[src/lsq_cfg_pkg.sv]
// Address, cache geometry and queue sizing for the load-store queue launch path.
// Import into any module that needs one of these widths or vector types.

package lsq_cfg_pkg;

    // -------------------------------------------------------------------------
    // address widths

    // virtual and physical page numbers
    localparam int VPN_WIDTH     = 20;
    localparam int PPN_WIDTH     = 22;

    // page offset and full physical address, both counted in 32-bit words
    localparam int PO_WORD_WIDTH = 10;
    localparam int PA_WORD_WIDTH = 32;

    // -------------------------------------------------------------------------
    // data cache geometry

    localparam int DCACHE_INDEX_WIDTH   = 6;
    localparam int DCACHE_OFFSET_WIDTH  = 5;
    // bank select inside the page-offset word, sits between offset and index
    localparam int DCACHE_BANK_BIT      = 3;
    localparam int DCACHE_TAG_WIDTH     = PPN_WIDTH;
    // room for up to 4 ways in the feedback bundle
    localparam int DCACHE_WAY_IDX_WIDTH = 2;

    // -------------------------------------------------------------------------
    // queue sizing

    localparam int LOG_CQ_ENTRIES  = 3;
    localparam int LOG_ROB_ENTRIES = 7;

    // -------------------------------------------------------------------------
    // vector types

    typedef logic [VPN_WIDTH-1:0]            vpn_t;
    typedef logic [PPN_WIDTH-1:0]            ppn_t;
    typedef logic [PO_WORD_WIDTH-1:0]        po_word_t;
    typedef logic [PA_WORD_WIDTH-1:0]        pa_word_t;
    typedef logic [DCACHE_INDEX_WIDTH-1:0]   dcache_index_t;
    typedef logic [DCACHE_OFFSET_WIDTH-1:0]  dcache_offset_t;
    typedef logic [DCACHE_TAG_WIDTH-1:0]     dcache_tag_t;
    typedef logic [DCACHE_WAY_IDX_WIDTH-1:0] dcache_way_idx_t;
    typedef logic [LOG_CQ_ENTRIES-1:0]       cq_index_t;
    typedef logic [LOG_ROB_ENTRIES-1:0]      rob_index_t;
    typedef logic [3:0]                      byte_mask_t;
    typedef logic [31:0]                     word_t;

endpackage

[src/stamofu_op_pkg.sv]
// Operation encoding and the bundles exchanged by the store/AMO/fence launch pipeline.
// Covers the central-queue ports, the DTLB and data-cache ports and the stage register.

package stamofu_op_pkg;

    import lsq_cfg_pkg::*;

    typedef logic [3:0] amo_op_t;

    // only AMO encoding the launch path cares about
    localparam amo_op_t AMO_OP_LR_W = 4'b0010;

    // -------------------------------------------------------------------------
    // operation from the central queue and the REQ-to-RESP register

    typedef struct packed {
        logic       is_store;
        logic       is_amo;
        logic       is_fence;
        amo_op_t    op;
        logic       misaligned_exception;
        vpn_t       vpn;
        po_word_t   po_word;
        byte_mask_t byte_mask;
        word_t      write_data;
        cq_index_t  cq_index;
    } stamofu_req_t;

    typedef struct packed {
        logic         valid;
        stamofu_req_t req;
        // low only for LR.W, which can live with a shared line
        logic         exclusive;
        logic         prefetch;
    } launch_op_t;

    // -------------------------------------------------------------------------
    // DTLB and data cache

    typedef struct packed {
        vpn_t      vpn;
        cq_index_t cq_index;
    } dtlb_req_t;

    typedef struct packed {
        logic hit;
        ppn_t ppn;
        logic is_mem;
        logic page_fault;
        logic access_fault;
    } dtlb_resp_t;

    typedef struct packed {
        dcache_offset_t block_offset;
        dcache_index_t  index;
        cq_index_t      cq_index;
    } dcache_req_t;

    // one way of the tag response, ports carry a packed array of these
    typedef struct packed {
        logic        valid;
        logic        exclusive;
        dcache_tag_t tag;
    } dcache_way_t;

    typedef struct packed {
        logic            hit_valid;
        logic            hit_exclusive;
        dcache_way_idx_t hit_way;
        logic            miss_valid;
        logic            miss_exclusive;
        dcache_tag_t     miss_tag;
    } dcache_fb_t;

    // -------------------------------------------------------------------------
    // central queue and acquire tracking

    typedef struct packed {
        logic       mem_aq;
        logic       io_aq;
        logic       mem_rl;
        logic       io_rl;
        rob_index_t rob_index;
    } cq_grab_t;

    typedef struct packed {
        cq_index_t  cq_index;
        logic       dtlb_hit;
        logic       page_fault;
        logic       access_fault;
        logic       is_mem;
        logic       mem_aq;
        logic       io_aq;
        logic       mem_rl;
        logic       io_rl;
        logic       misaligned_exception;
        pa_word_t   pa_word;
        byte_mask_t byte_mask;
        word_t      data;
    } cq_ret_t;

    typedef struct packed {
        logic       mem_aq;
        logic       io_aq;
        rob_index_t rob_index;
    } aq_update_t;

endpackage

[src/dcache_tag_check.sv]
// Tag compare for one set of the data cache.
// A way matches when it is valid, owned well enough and its tag equals the lookup tag.

`timescale 1ns/1ps

module dcache_tag_check
    import lsq_cfg_pkg::*, stamofu_op_pkg::*;
#(
    parameter int N_WAYS = 2
) (
    input  dcache_tag_t               tag,
    input  logic                      need_exclusive,
    input  dcache_way_t [N_WAYS-1:0]  dcache_resp,
    output logic [N_WAYS-1:0]         vtm_by_way,
    output logic                      any_vtm,
    output logic [$clog2(N_WAYS)-1:0] hit_way
);

    localparam int WAY_W = $clog2(N_WAYS);

    // valid, exclusive if needed, tag match
    always_comb begin
        for (int w = 0; w < N_WAYS; w++) begin
            vtm_by_way[w] = dcache_resp[w].valid
                          & (dcache_resp[w].exclusive | ~need_exclusive)
                          & (dcache_resp[w].tag == tag);
        end
    end

    assign any_vtm = |vtm_by_way;

    // walk down so the lowest matching way wins
    always_comb begin
        hit_way = '0;
        for (int w = N_WAYS - 1; w >= 0; w--) begin
            if (vtm_by_way[w]) begin
                hit_way = WAY_W'(w);
            end
        end
    end

endmodule

[src/stamofu_launch_top.sv]
// Top of the store/AMO/fence launch pipeline.
// Connects the REQ stage to the RESP stage through the launch register.

`timescale 1ns/1ps

module stamofu_launch_top
    import lsq_cfg_pkg::*, stamofu_op_pkg::*;
#(
    parameter int N_WAYS = 2
) (
    input  logic                     CLK,
    input  logic                     nRST,

    // operation from the central queue
    input  logic                     req_valid,
    input  stamofu_req_t             req,
    output logic                     req_ack,

    // DTLB
    output logic                     dtlb_req_valid,
    output dtlb_req_t                dtlb_req,
    input  logic                     dtlb_req_ready,
    input  dtlb_resp_t               dtlb_resp,

    // data cache
    output logic                     dcache_req_valid,
    output dcache_req_t              dcache_req,
    input  logic                     dcache_req_ready,
    input  dcache_way_t [N_WAYS-1:0] dcache_resp,
    output dcache_fb_t               dcache_fb,

    // central queue info
    output cq_index_t                cq_grab_index,
    input  cq_grab_t                 cq_grab,
    output logic                     cq_ret_valid,
    output cq_ret_t                  cq_ret,

    // acquire update
    output logic                     aq_update_valid,
    output aq_update_t               aq_update
);

    launch_op_t launch_op;

    stamofu_req_stage i_stamofu_req_stage (
        .CLK              (CLK),
        .nRST             (nRST),
        .req_valid        (req_valid),
        .req              (req),
        .req_ack          (req_ack),
        .dtlb_req_valid   (dtlb_req_valid),
        .dtlb_req         (dtlb_req),
        .dtlb_req_ready   (dtlb_req_ready),
        .dcache_req_valid (dcache_req_valid),
        .dcache_req       (dcache_req),
        .dcache_req_ready (dcache_req_ready),
        .launch_op        (launch_op)
    );

    stamofu_resp_stage #(
        .N_WAYS (N_WAYS)
    ) i_stamofu_resp_stage (
        .launch_op       (launch_op),
        .dtlb_resp       (dtlb_resp),
        .dcache_resp     (dcache_resp),
        .cq_grab_index   (cq_grab_index),
        .cq_grab         (cq_grab),
        .dcache_fb       (dcache_fb),
        .cq_ret_valid    (cq_ret_valid),
        .cq_ret          (cq_ret),
        .aq_update_valid (aq_update_valid),
        .aq_update       (aq_update)
    );

endmodule

[src/stamofu_req_stage.sv]
// REQ stage of the store/AMO/fence launch pipeline.
// Accepts one operation per cycle, fires the DTLB lookup and the tag prefetch,
// and registers the operation for the RESP stage.

`timescale 1ns/1ps

module stamofu_req_stage
    import lsq_cfg_pkg::*, stamofu_op_pkg::*;
(
    input  logic         CLK,
    input  logic         nRST,

    // operation from the central queue
    input  logic         req_valid,
    input  stamofu_req_t req,
    output logic         req_ack,

    // DTLB lookup
    output logic         dtlb_req_valid,
    output dtlb_req_t    dtlb_req,
    input  logic         dtlb_req_ready,

    // data-cache tag prefetch
    output logic         dcache_req_valid,
    output dcache_req_t  dcache_req,
    input  logic         dcache_req_ready,

    // to RESP stage
    output launch_op_t   launch_op
);

    logic         is_lr_w;
    logic         needs_dtlb;
    logic         prefetch_req;

    logic         valid_q;
    logic         exclusive_q;
    logic         prefetch_q;
    stamofu_req_t req_q;

    // -------------------------------------------------------------------------
    // acceptance

    assign is_lr_w = req.is_amo & (req.op == AMO_OP_LR_W);

    // fences and misaligned exceptions skip translation
    assign needs_dtlb = ~req.is_fence & ~req.misaligned_exception;

    // DTLB ready only matters when a lookup is actually sent
    assign req_ack = req_valid & (dtlb_req_ready | ~needs_dtlb);

    assign dtlb_req_valid = req_ack & needs_dtlb;

    // only stores and LR.W warm up the tags
    assign prefetch_req = req_ack & (req.is_store | is_lr_w) & ~req.misaligned_exception;

    assign dcache_req_valid = prefetch_req;

    // -------------------------------------------------------------------------
    // request payloads

    always_comb begin
        dtlb_req.vpn      = req.vpn;
        dtlb_req.cq_index = req.cq_index;

        // word within the block, then byte zero of that word
        dcache_req.block_offset = {req.po_word[DCACHE_BANK_BIT-1:0], 2'b00};
        // bank bit is left out, each bank has its own pipe
        dcache_req.index    = req.po_word[DCACHE_INDEX_WIDTH+DCACHE_BANK_BIT:DCACHE_BANK_BIT+1];
        dcache_req.cq_index = req.cq_index;
    end

    // -------------------------------------------------------------------------
    // REQ-to-RESP register

    always_ff @(posedge CLK or negedge nRST) begin
        if (!nRST) begin
            valid_q     <= 1'b0;
            exclusive_q <= 1'b1;
            prefetch_q  <= 1'b0;
        end else begin
            valid_q     <= req_ack;
            exclusive_q <= ~is_lr_w;
            // a prefetch the cache did not take gets no hit/miss later
            prefetch_q  <= prefetch_req & dcache_req_ready;
        end
    end

    always_ff @(posedge CLK) begin
        if (req_ack) begin
            req_q <= req;
        end
    end

    assign launch_op = '{
        valid:     valid_q,
        req:       req_q,
        exclusive: exclusive_q,
        prefetch:  prefetch_q
    };

endmodule

[src/stamofu_resp_stage.sv]
// RESP stage of the store/AMO/fence launch pipeline.
// Combines the registered operation with the DTLB and tag responses, returns the
// result to the central queue and sends the cache feedback and acquire update.

`timescale 1ns/1ps

module stamofu_resp_stage
    import lsq_cfg_pkg::*, stamofu_op_pkg::*;
#(
    parameter int N_WAYS = 2
) (
    input  launch_op_t               launch_op,
    input  dtlb_resp_t               dtlb_resp,
    input  dcache_way_t [N_WAYS-1:0] dcache_resp,

    // central queue side info, answered in the same cycle
    output cq_index_t                cq_grab_index,
    input  cq_grab_t                 cq_grab,

    output dcache_fb_t               dcache_fb,
    output logic                     cq_ret_valid,
    output cq_ret_t                  cq_ret,
    output logic                     aq_update_valid,
    output aq_update_t               aq_update
);

    stamofu_req_t              op;
    logic                      fault;
    logic                      use_vaddr;
    logic                      lookup;
    logic                      amo_known;
    pa_word_t                  pa_word;
    pa_word_t                  ret_word;
    dcache_tag_t               tag;
    logic [N_WAYS-1:0]         vtm_by_way;
    logic                      any_vtm;
    logic [$clog2(N_WAYS)-1:0] hit_way;

    assign op = launch_op.req;

    assign cq_grab_index = op.cq_index;

    // -------------------------------------------------------------------------
    // address formation

    assign fault   = dtlb_resp.page_fault | dtlb_resp.access_fault;
    assign pa_word = {dtlb_resp.ppn, op.po_word};
    assign tag     = pa_word[PA_WORD_WIDTH-1 -: DCACHE_TAG_WIDTH];

    // SFENCE.VMA and anything that traps hand back the virtual address instead
    assign use_vaddr = op.is_fence | fault | op.misaligned_exception;
    assign ret_word  = use_vaddr
        ? {{(PA_WORD_WIDTH - VPN_WIDTH - PO_WORD_WIDTH){1'b0}}, op.vpn, op.po_word}
        : pa_word;

    // -------------------------------------------------------------------------
    // tag check and cache feedback

    dcache_tag_check #(
        .N_WAYS (N_WAYS)
    ) i_dcache_tag_check (
        .tag            (tag),
        .need_exclusive (launch_op.exclusive),
        .dcache_resp    (dcache_resp),
        .vtm_by_way     (vtm_by_way),
        .any_vtm        (any_vtm),
        .hit_way        (hit_way)
    );

    // only a prefetch that went out and translated cleanly gets an answer
    assign lookup = launch_op.valid & launch_op.prefetch & dtlb_resp.hit & ~fault;

    always_comb begin
        dcache_fb.hit_valid      = lookup & any_vtm;
        dcache_fb.hit_exclusive  = launch_op.exclusive;
        dcache_fb.hit_way        = dcache_way_idx_t'(hit_way);
        dcache_fb.miss_valid     = lookup & (vtm_by_way == '0);
        dcache_fb.miss_exclusive = launch_op.exclusive;
        dcache_fb.miss_tag       = tag;
    end

    // -------------------------------------------------------------------------
    // central queue return and acquire update

    // mem vs io is only known once the DTLB hits
    assign amo_known = op.is_amo & dtlb_resp.hit;

    assign cq_ret_valid = launch_op.valid;

    always_comb begin
        cq_ret.cq_index     = op.cq_index;
        cq_ret.dtlb_hit     = dtlb_resp.hit;
        cq_ret.page_fault   = dtlb_resp.page_fault;
        cq_ret.access_fault = dtlb_resp.access_fault;
        cq_ret.is_mem       = dtlb_resp.is_mem;
        if (amo_known) begin
            cq_ret.mem_aq = cq_grab.mem_aq & dtlb_resp.is_mem;
            cq_ret.io_aq  = cq_grab.io_aq & ~dtlb_resp.is_mem;
            cq_ret.mem_rl = cq_grab.mem_rl & dtlb_resp.is_mem;
            cq_ret.io_rl  = cq_grab.io_rl & ~dtlb_resp.is_mem;
        end else begin
            cq_ret.mem_aq = cq_grab.mem_aq;
            cq_ret.io_aq  = cq_grab.io_aq;
            cq_ret.mem_rl = cq_grab.mem_rl;
            cq_ret.io_rl  = cq_grab.io_rl;
        end
        cq_ret.misaligned_exception = op.misaligned_exception;
        cq_ret.pa_word              = ret_word;
        cq_ret.byte_mask            = op.byte_mask;
        cq_ret.data                 = op.write_data;
    end

    assign aq_update_valid = launch_op.valid & amo_known;

    always_comb begin
        aq_update.mem_aq    = cq_grab.mem_aq & dtlb_resp.is_mem;
        aq_update.io_aq     = cq_grab.io_aq & ~dtlb_resp.is_mem;
        aq_update.rob_index = cq_grab.rob_index;
    end

endmodule
[config.mk]
export PLATFORM = sky130hd
export DESIGN_NAME = stamofu_launch_top
export DESIGN_NICKNAME = d
export VERILOG_FILES = /design/src/lsq_cfg_pkg.sv /design/src/stamofu_op_pkg.sv /design/src/dcache_tag_check.sv /design/src/stamofu_launch_top.sv /design/src/stamofu_req_stage.sv /design/src/stamofu_resp_stage.sv
export SDC_FILE = /design/constraint.sdc
export NUM_CORES = 1
export LEC_CHECK = 0
export ABC_AREA = 1
export BUFFER_PORTS_ARGS = -buffer_cell sky130_fd_sc_hd__buf_2
export CORE_AREA = 5 5 126 128
export CTS_BUF_LIST = sky130_fd_sc_hd__clkbuf_16
export DETAILED_ROUTE_END_ITERATION = 12
export DIE_AREA = 0 0 131 133
export MAX_ROUTING_LAYER = met4
export PLACE_DENSITY = 0.64
export SKIP_LAST_GASP = 1
export SYNTH_ARGS = -nofsm -noshare
export SYNTH_HDL_FRONTEND = slang
export SYNTH_SLANG_ARGS = --single-unit
export TNS_END_PERCENT = 100
[constraint.sdc]
create_clock -name CLK -period 4.6 [get_ports CLK]
set_input_delay 0.92 -clock CLK [delete_from_list [all_inputs] [get_ports CLK]]
set_output_delay 0.92 -clock CLK [all_outputs]
set_load 0.005 [all_outputs]
# After elaboration in Yosys (flattened, before gate mapping)
# Cells that the tools add are included.
[op_classes] n_eq_ne=3 n_mux=4 n_bitwise=36 reduce_logical=2
[ops] operator="equality test 22 bit" count=2
[ops] operator="two-way mux 32 bit" count=1
[ops] operator="bitwise AND 1 bit" count=22
[ops] operator="inverter 1 bit" count=7
[ops] operator="OR 1 bit" count=7
[ops] operator="equality test 4 x 2 -> 1 bit (second input constant)" count=1
[ops] operator="two-way mux 4 bit" count=1
[ops] operator="zero test 2 bit" count=1
[ops] operator="two-way mux 1 bit" count=2
[ops] operator="OR reduction 2 bit" count=1
[word_totals] register_bits=75 in_bits=167 out_inout_bits=162

# Longest topological paths before layout
# Gate-level depths: netlist of run 1.
[logic_depth] depth_word=8 ltp_mapped=10 mapped_depth_nobuf=9

# Cells and area by module
# A second synthesis of run 1 with hierarchy kept.
[unflattened] hier_cells=537 area_unflattened_um2=4765.8
[by_module_without_submodules] mod="stamofu_req_stage" n_inst=1 cells_per_inst=139 area_per_inst_um2=2773.9
[by_module_without_submodules] mod="stamofu_resp_stage" n_inst=1 cells_per_inst=187 area_per_inst_um2=1123.6
[by_module_without_submodules] mod="dcache_tag_check" n_inst=1 cells_per_inst=211 area_per_inst_um2=868.3

# Worst setup path before layout of run 1
# No wires, ideal clock.
[synth_path] path_kind="input to output" startpoint="input req[74] (netlist bit)" endpoint="output dtlb_req_valid" t_arrival_ns=3.457 required_time_ns=3.680 path_slack_ns=0.223 path_stages=4 n_path_buf=0 cell_sequence="o31a_1 nand2_1 or2_2 inv_1"
[synth_via] elab_chain_len=6
[synth_lines] element="start: declaration" line_no="stamofu_launch_top.sv:16" source="input stamofu_req_t req,"
[synth_lines] element="inverter 1 bit (*)" line_no="stamofu_req_stage.sv:47" source="assign needs_dtlb = ~req.is_fence & ~req.misaligned_exception;"
[synth_lines] element="bitwise AND 1 bit (*)" line_no="stamofu_req_stage.sv:47"
[synth_lines] element="inverter 1 bit" line_no="stamofu_req_stage.sv:50" source="assign req_ack = req_valid & (dtlb_req_ready | ~needs_dtlb);"
[synth_lines] element="OR 1 bit" line_no="stamofu_req_stage.sv:50"
[synth_lines] element="bitwise AND 1 bit" line_no="stamofu_req_stage.sv:50"
[synth_lines] element="bitwise AND 1 bit (*)" line_no="stamofu_req_stage.sv:52" source="assign dtlb_req_valid = req_ack & needs_dtlb;"
[synth_lines] element="end: declaration" line_no="stamofu_launch_top.sv:20" source="output logic dtlb_req_valid,"
# Mark *: on every way between the ends. The rest lies on a longest branch, timed or not.

==> run metrics, run 1 <==
row count 45; critical path's top delay family buffers and inverters; most common cell in the netlist nand2_1; Final Net Count 944; CP Max Fanout 22; Syn Inst Count 581; Levels on crit path 6; Hold Violations, Final 0; Pwr per Cell Area 315 nW/um^2; WL/cell 15.6 um; Slew Limit Fails 0; top cell type by total area after synthesis edfxtp_1; hold_buf cts 0; Final Cycle Share 0.700; TritonRoute pass-1 iters 4; crit path from dtlb_resp[0]; drt drc 0; synth-to-layout area growth 24.3%; Top cell by count, worst path buf_2; CP peak stage delay 410 ps; max-cap violation count 0; number of buffers created by CTS 9; CP max stage cell nand2_1; CTS resizes 0; antenna violations before repair 2; number of global-route vias before repair 4036; post-synthesis sequential area ratio 0.473; Max Freq 0.311 GHz; actual slew at the worst max-slew pin 621 ps; Unique masters post-synth 27; Clk pin slew, worst setup/hold paths 60 ps; Post-synth top cells nand2_1 (183), buf_4 (127), inv_1 (74); Post-synth EDFFs 72; clk sink count 75; Avg Inst Size Synth 8.15 um^2; Post-Route WL 15100 um; die height 133 um; crit path time final 3220 ps; CP cell instances buf_2 -> nor2_1 -> nand2_1 -> buf_4 -> o21ai_0 -> buf_2; Post-DP HPWL 13200 um; largest net degree at the start of global routing 44; die area 17400 um^2; Worst setup EP type output port; RSZ-0062 raised after global routing no; setup TNS 0 ps; VDD IR max 0.000272 V; GR Util All Layers 0.171; Hold Crit Class primary input to asynchronous set/reset pin; share of layout cells above drive strength 1 0.438; outcome completed; #FFs+latches synth 75; Bufs and invs on worst path 3; Setup CP Type primary input to output port; first-pass GRT wire length 21600 um; H-tree depth 3; Clock Tree Buf Depth 2; total gr overflow 0; relative slew slack 0.585; Finish-stage setup viols 0; initial core utilization 0.321; drt first-iter violations 207; CTS tree yes; via count 4068; CP Data Arrival Time 2300 ps; Die W 131 um; Synth area leaders edfxtp_1 (46%), buf_4 (20%), nand2_1 (15%); Core Util, Final 0.399; Setup crit start kind primary input; Ports 329; I/O Buffers 311; ANT nets after route 0; Yosys warning count 0; Yosys top cell area share 0.457; CORE AREA 14800 um^2; GP Congestion 0.881; clock root buffer master clkbuf_16; Post-CTS Repair Setup Buffers 0; via/cell ratio 4.19; LEAKAGE 3.25 nW; ys flop type edfxtp_1; Worst Path Required 3680 ps; Synth async-reset ratio 0.0400; synthesized area 4730 um^2; crit path to cq_ret[60]
kinds of logic (layout without fill, tap and decap cells):
kind of cell / after synthesis / count (layout) / synth area share
AO/OA/AOI/OAI: 32 / 32 / 0.0367
XOR/XNOR: 2 / 2 / 0.00370
buffers and inverters: 208 / 406 / 0.266
flip-flops: 75 / 75 / 0.473
other: 1 / 5 / 0.000792
AND/OR/NAND/NOR: 263 / 263 / 0.220
layer usage:
metal  part of all wire  vias to the layer above  track usage
met5                  0                        -            -
met4              0.013                        0       0.0377
met2               0.52                      173        0.302
li1                   -                     2068            -
met1               0.38                     1807        0.188
met3              0.093                       20       0.0517
state kept, by name (all words and copies together), names as in the netlist:
name,flops
i_stamofu_req_stage.launch_op,72
i_stamofu_req_stage.prefetch_q,1
i_stamofu_req_stage.valid_q,1
i_stamofu_req_stage.exclusive_q,1
layout by cell type, fill, tap and decap left out, types with 2 or more instances in the layout:
master and n:
nand4_1 5, clkbuf_16 9, o21a_1 2, buf_4 3, nor3_1 2, edfxtp_1 72
buf_2 311, dfrtp_1 2, nand3_1 6, nand2_1 183, nand3b_1 2, nand2_2 2
nor2_1 57, inv_1 74, conb_1 3, o21ai_0 26, inv_2 3, diode_2 2
nor2_2 3, clkinvlp_4 3
layout make-up:
cell class | count | area, um^2
fillers | 1565 | 8870
diodes | 2 | 5.00
multi-input cells | 300 | 1250
flip-flops and latches | 75 | 2240
clock buffers | 9 | 225
repair buffers | 314 | 1580
inverters | 77 | 289
clock inverters | 6 | 66.3
well taps | 188 | 235
per-stage QoR:
stage                     hold slack [ps]  cells  worst slack (ps)  instance area, um^2  power [mW]
after floorplan                       624    583               223                 4740        1.07
after global placement                717    954              1320                 5590        1.19
after detailed placement              717    954              1330                 5590        1.19
after CTS                             363    969              1330                 5880        1.88
after global routing                  367    971              1180                 5880        1.95
final                                 375    971              1380                 5880        1.85
report_power, final:
part / total, mW / switching [mW] / internal [mW]
Clock: 0.681 / 0.264 / 0.417
Combinational: 0.341 / 0.189 / 0.151
Sequential: 0.832 / 0.0160 / 0.816
how the worst min path moves through the flow:
stage          startpoint                                        to  cells after the start
2_1_floorplan        nRST  i_stamofu_req_stage.prefetch_q$_DFF_PN0_                      0
3_3_place_gp         nRST  i_stamofu_req_stage.prefetch_q$_DFF_PN0_                      1
3_5_place_dp         nRST  i_stamofu_req_stage.prefetch_q$_DFF_PN0_                      1
4_1_cts              nRST  i_stamofu_req_stage.prefetch_q$_DFF_PN0_                      1
5_1_grt              nRST  i_stamofu_req_stage.prefetch_q$_DFF_PN0_                      1
6_report             nRST  i_stamofu_req_stage.prefetch_q$_DFF_PN0_                      1
Note: power is estimated with default switching activity, not from simulation.
==> inputs of run 2 (changes only) <==
clock period = 3.3 ns   (was 4.6 ns; I/O delays follow)
==> run 2 against run 1 <==
  * Sequential power up 39%
  * Non-clock buffer count unchanged
  * First-iteration DRC count shrank 7.2%
  * Core utilization rose by 0.21 points
  * Wire length rose by 3.1%
  * Via count shrank 1.6%
  * Power rose by 44%
  * Critical endpoint is now cq_ret[65]
  * Largest cell class unchanged
  * Largest power group unchanged
  * Highest routed layer unchanged
==> run metrics, run 2 (synthesized netlist as in run 1, its figures left out) <==
Clk pwr share 0.385; GP Congestion 0.906; H-tree depth 3; actual slew at the worst max-slew pin 925 ps; Pwr per Cell Area 451 nW/um^2; hold_buf cts 0; CP max stage cell buf_4; CP Data Arrival Time 1830 ps; Max Freq 0.401 GHz; Final Net Count 944; CTS resizes 0; die area 17400 um^2; LEAKAGE 3.28 nW; initial core utilization 0.321; Sw Share 0.246; commonest non-fill, non-tap cell in the layout buf_2; Core Util, Final 0.401; TritonRoute pass-1 iters 5; first-pass GRT wire length 22100 um; Finished Cell Area 5920 um^2; GR Util All Layers 0.177; relative slew slack 0.383; WL/cell 16.1 um; outcome completed; dpl cell area 5600 um^2; Setup crit start kind primary input; Clock Tree Buf Depth 2; drt first-iter violations 192; Worst Path Required 2640 ps; Sw Pwr 0.657 mW; I/O Buffers 311; antenna violations before repair 1; row count 45; Hold Violations, Final 0; critical path's top delay family buffers and inverters; drt drc 0; ANT nets after route 0; internal power 2.01 mW; Bufs and invs on worst path 3; Setup CP Type primary input to output port; crit path time final 2490 ps; via count 4001; Worst setup EP type output port; number of buffers created by CTS 9; via/cell ratio 4.12; Comb power frac 0.180; Post-Route WL 15600 um; die height 133 um; Reg power frac 0.435; VDD IR max 0.000490 V; max reg flops 72; largest net degree at the start of global routing 74; CP Max Fanout 23; Ports 329; total gr overflow 0; number of global-route vias before repair 4046; Slew Limit Fails 0; RSZ-0062 raised after global routing no; Post-CTS Repair Setup Buffers 0; Clk pin slew, worst setup/hold paths 60 ps; Final Cycle Share 0.755; Top cell by count, worst path buf_2; Finish-stage setup viols 0; CORE AREA 14800 um^2; most frequent cells in the layout buf_2 (311), nand2_1 (183), inv_1 (75); CP cell instances buf_2 -> nor2_1 -> nand2_1 -> buf_4 -> o21ai_0 -> buf_2; max-cap violation count 0; Design Power 2.67 mW; Levels on crit path 6; Die W 131 um; CTS tree yes; share of layout cells above drive strength 1 0.437; Hold Crit Class primary input to asynchronous set/reset pin; clk sink count 75; CP peak stage delay 260 ps; synth-to-layout area growth 25.0%; Post-DP HPWL 13500 um; setup TNS 0 ps; clock root buffer master clkbuf_16
-- run 2: changes by cell type in the layout (fill, tap and decap cells not counted), sizes merged --
cell	previous run	this run
bufinv	1	2
clkinvlp	3	2
diode	2	1
inv	78	79
-- run 2: cell type report --
| class | instances | area (um^2) |
|---|---|---|
| clock buffers | 9 | 225 |
| multi-input cells | 300 | 1250 |
| fillers | 1584 | 8840 |
| well taps | 188 | 235 |
| flip-flops and latches | 75 | 2240 |
| clock inverters | 7 | 92.6 |
| diodes | 1 | 2.50 |
| inverters | 77 | 289 |
| repair buffers | 314 | 1580 |
-- run 2: worst paths after layout --
path                       slack [ps]                                          to          from
hold / removal                    120    i_stamofu_req_stage.prefetch_q$_DFF_PN0_          nRST
min in group CLK                  510  i_stamofu_req_stage.launch_op[7]$_DFFE_PN_        req[5]
setup / recovery                  810                                  cq_ret[65]  dtlb_resp[0]
max in group asynchronous        2990   i_stamofu_req_stage.exclusive_q$_DFF_PN1_          nRST
-- run 2: routing by layer --
layer  vias to the layer above  GRT usage  routed length [um]
li1                       2065          -                   -
met1                      1730      0.193                5820
met2                       182      0.299                7900
met3                        24     0.0650                1530
met4                         0     0.0509                 349
met5                         -          -                   0
-- run 2: per-stage QoR --
step	hold slack (ps)	setup WS [ps]	cells
finish	116	808	971
global route	98.7	665	971
CTS	103	747	970
detailed placement	456	758	954
global placement	456	666	954
floorplan	364	373	583
-- run 2: power by group through the flow --
stage / Sequential [mW] / Combinational, mW / Clock [mW]
2_1_floorplan: 1.17 / 0.312 / 0
3_3_place_gp: 1.18 / 0.485 / 0
5_1_grt: 1.17 / 0.539 / 1.10
3_5_place_dp: 1.18 / 0.487 / 0
6_report: 1.16 / 0.480 / 1.03
4_1_cts: 1.16 / 0.490 / 1.05
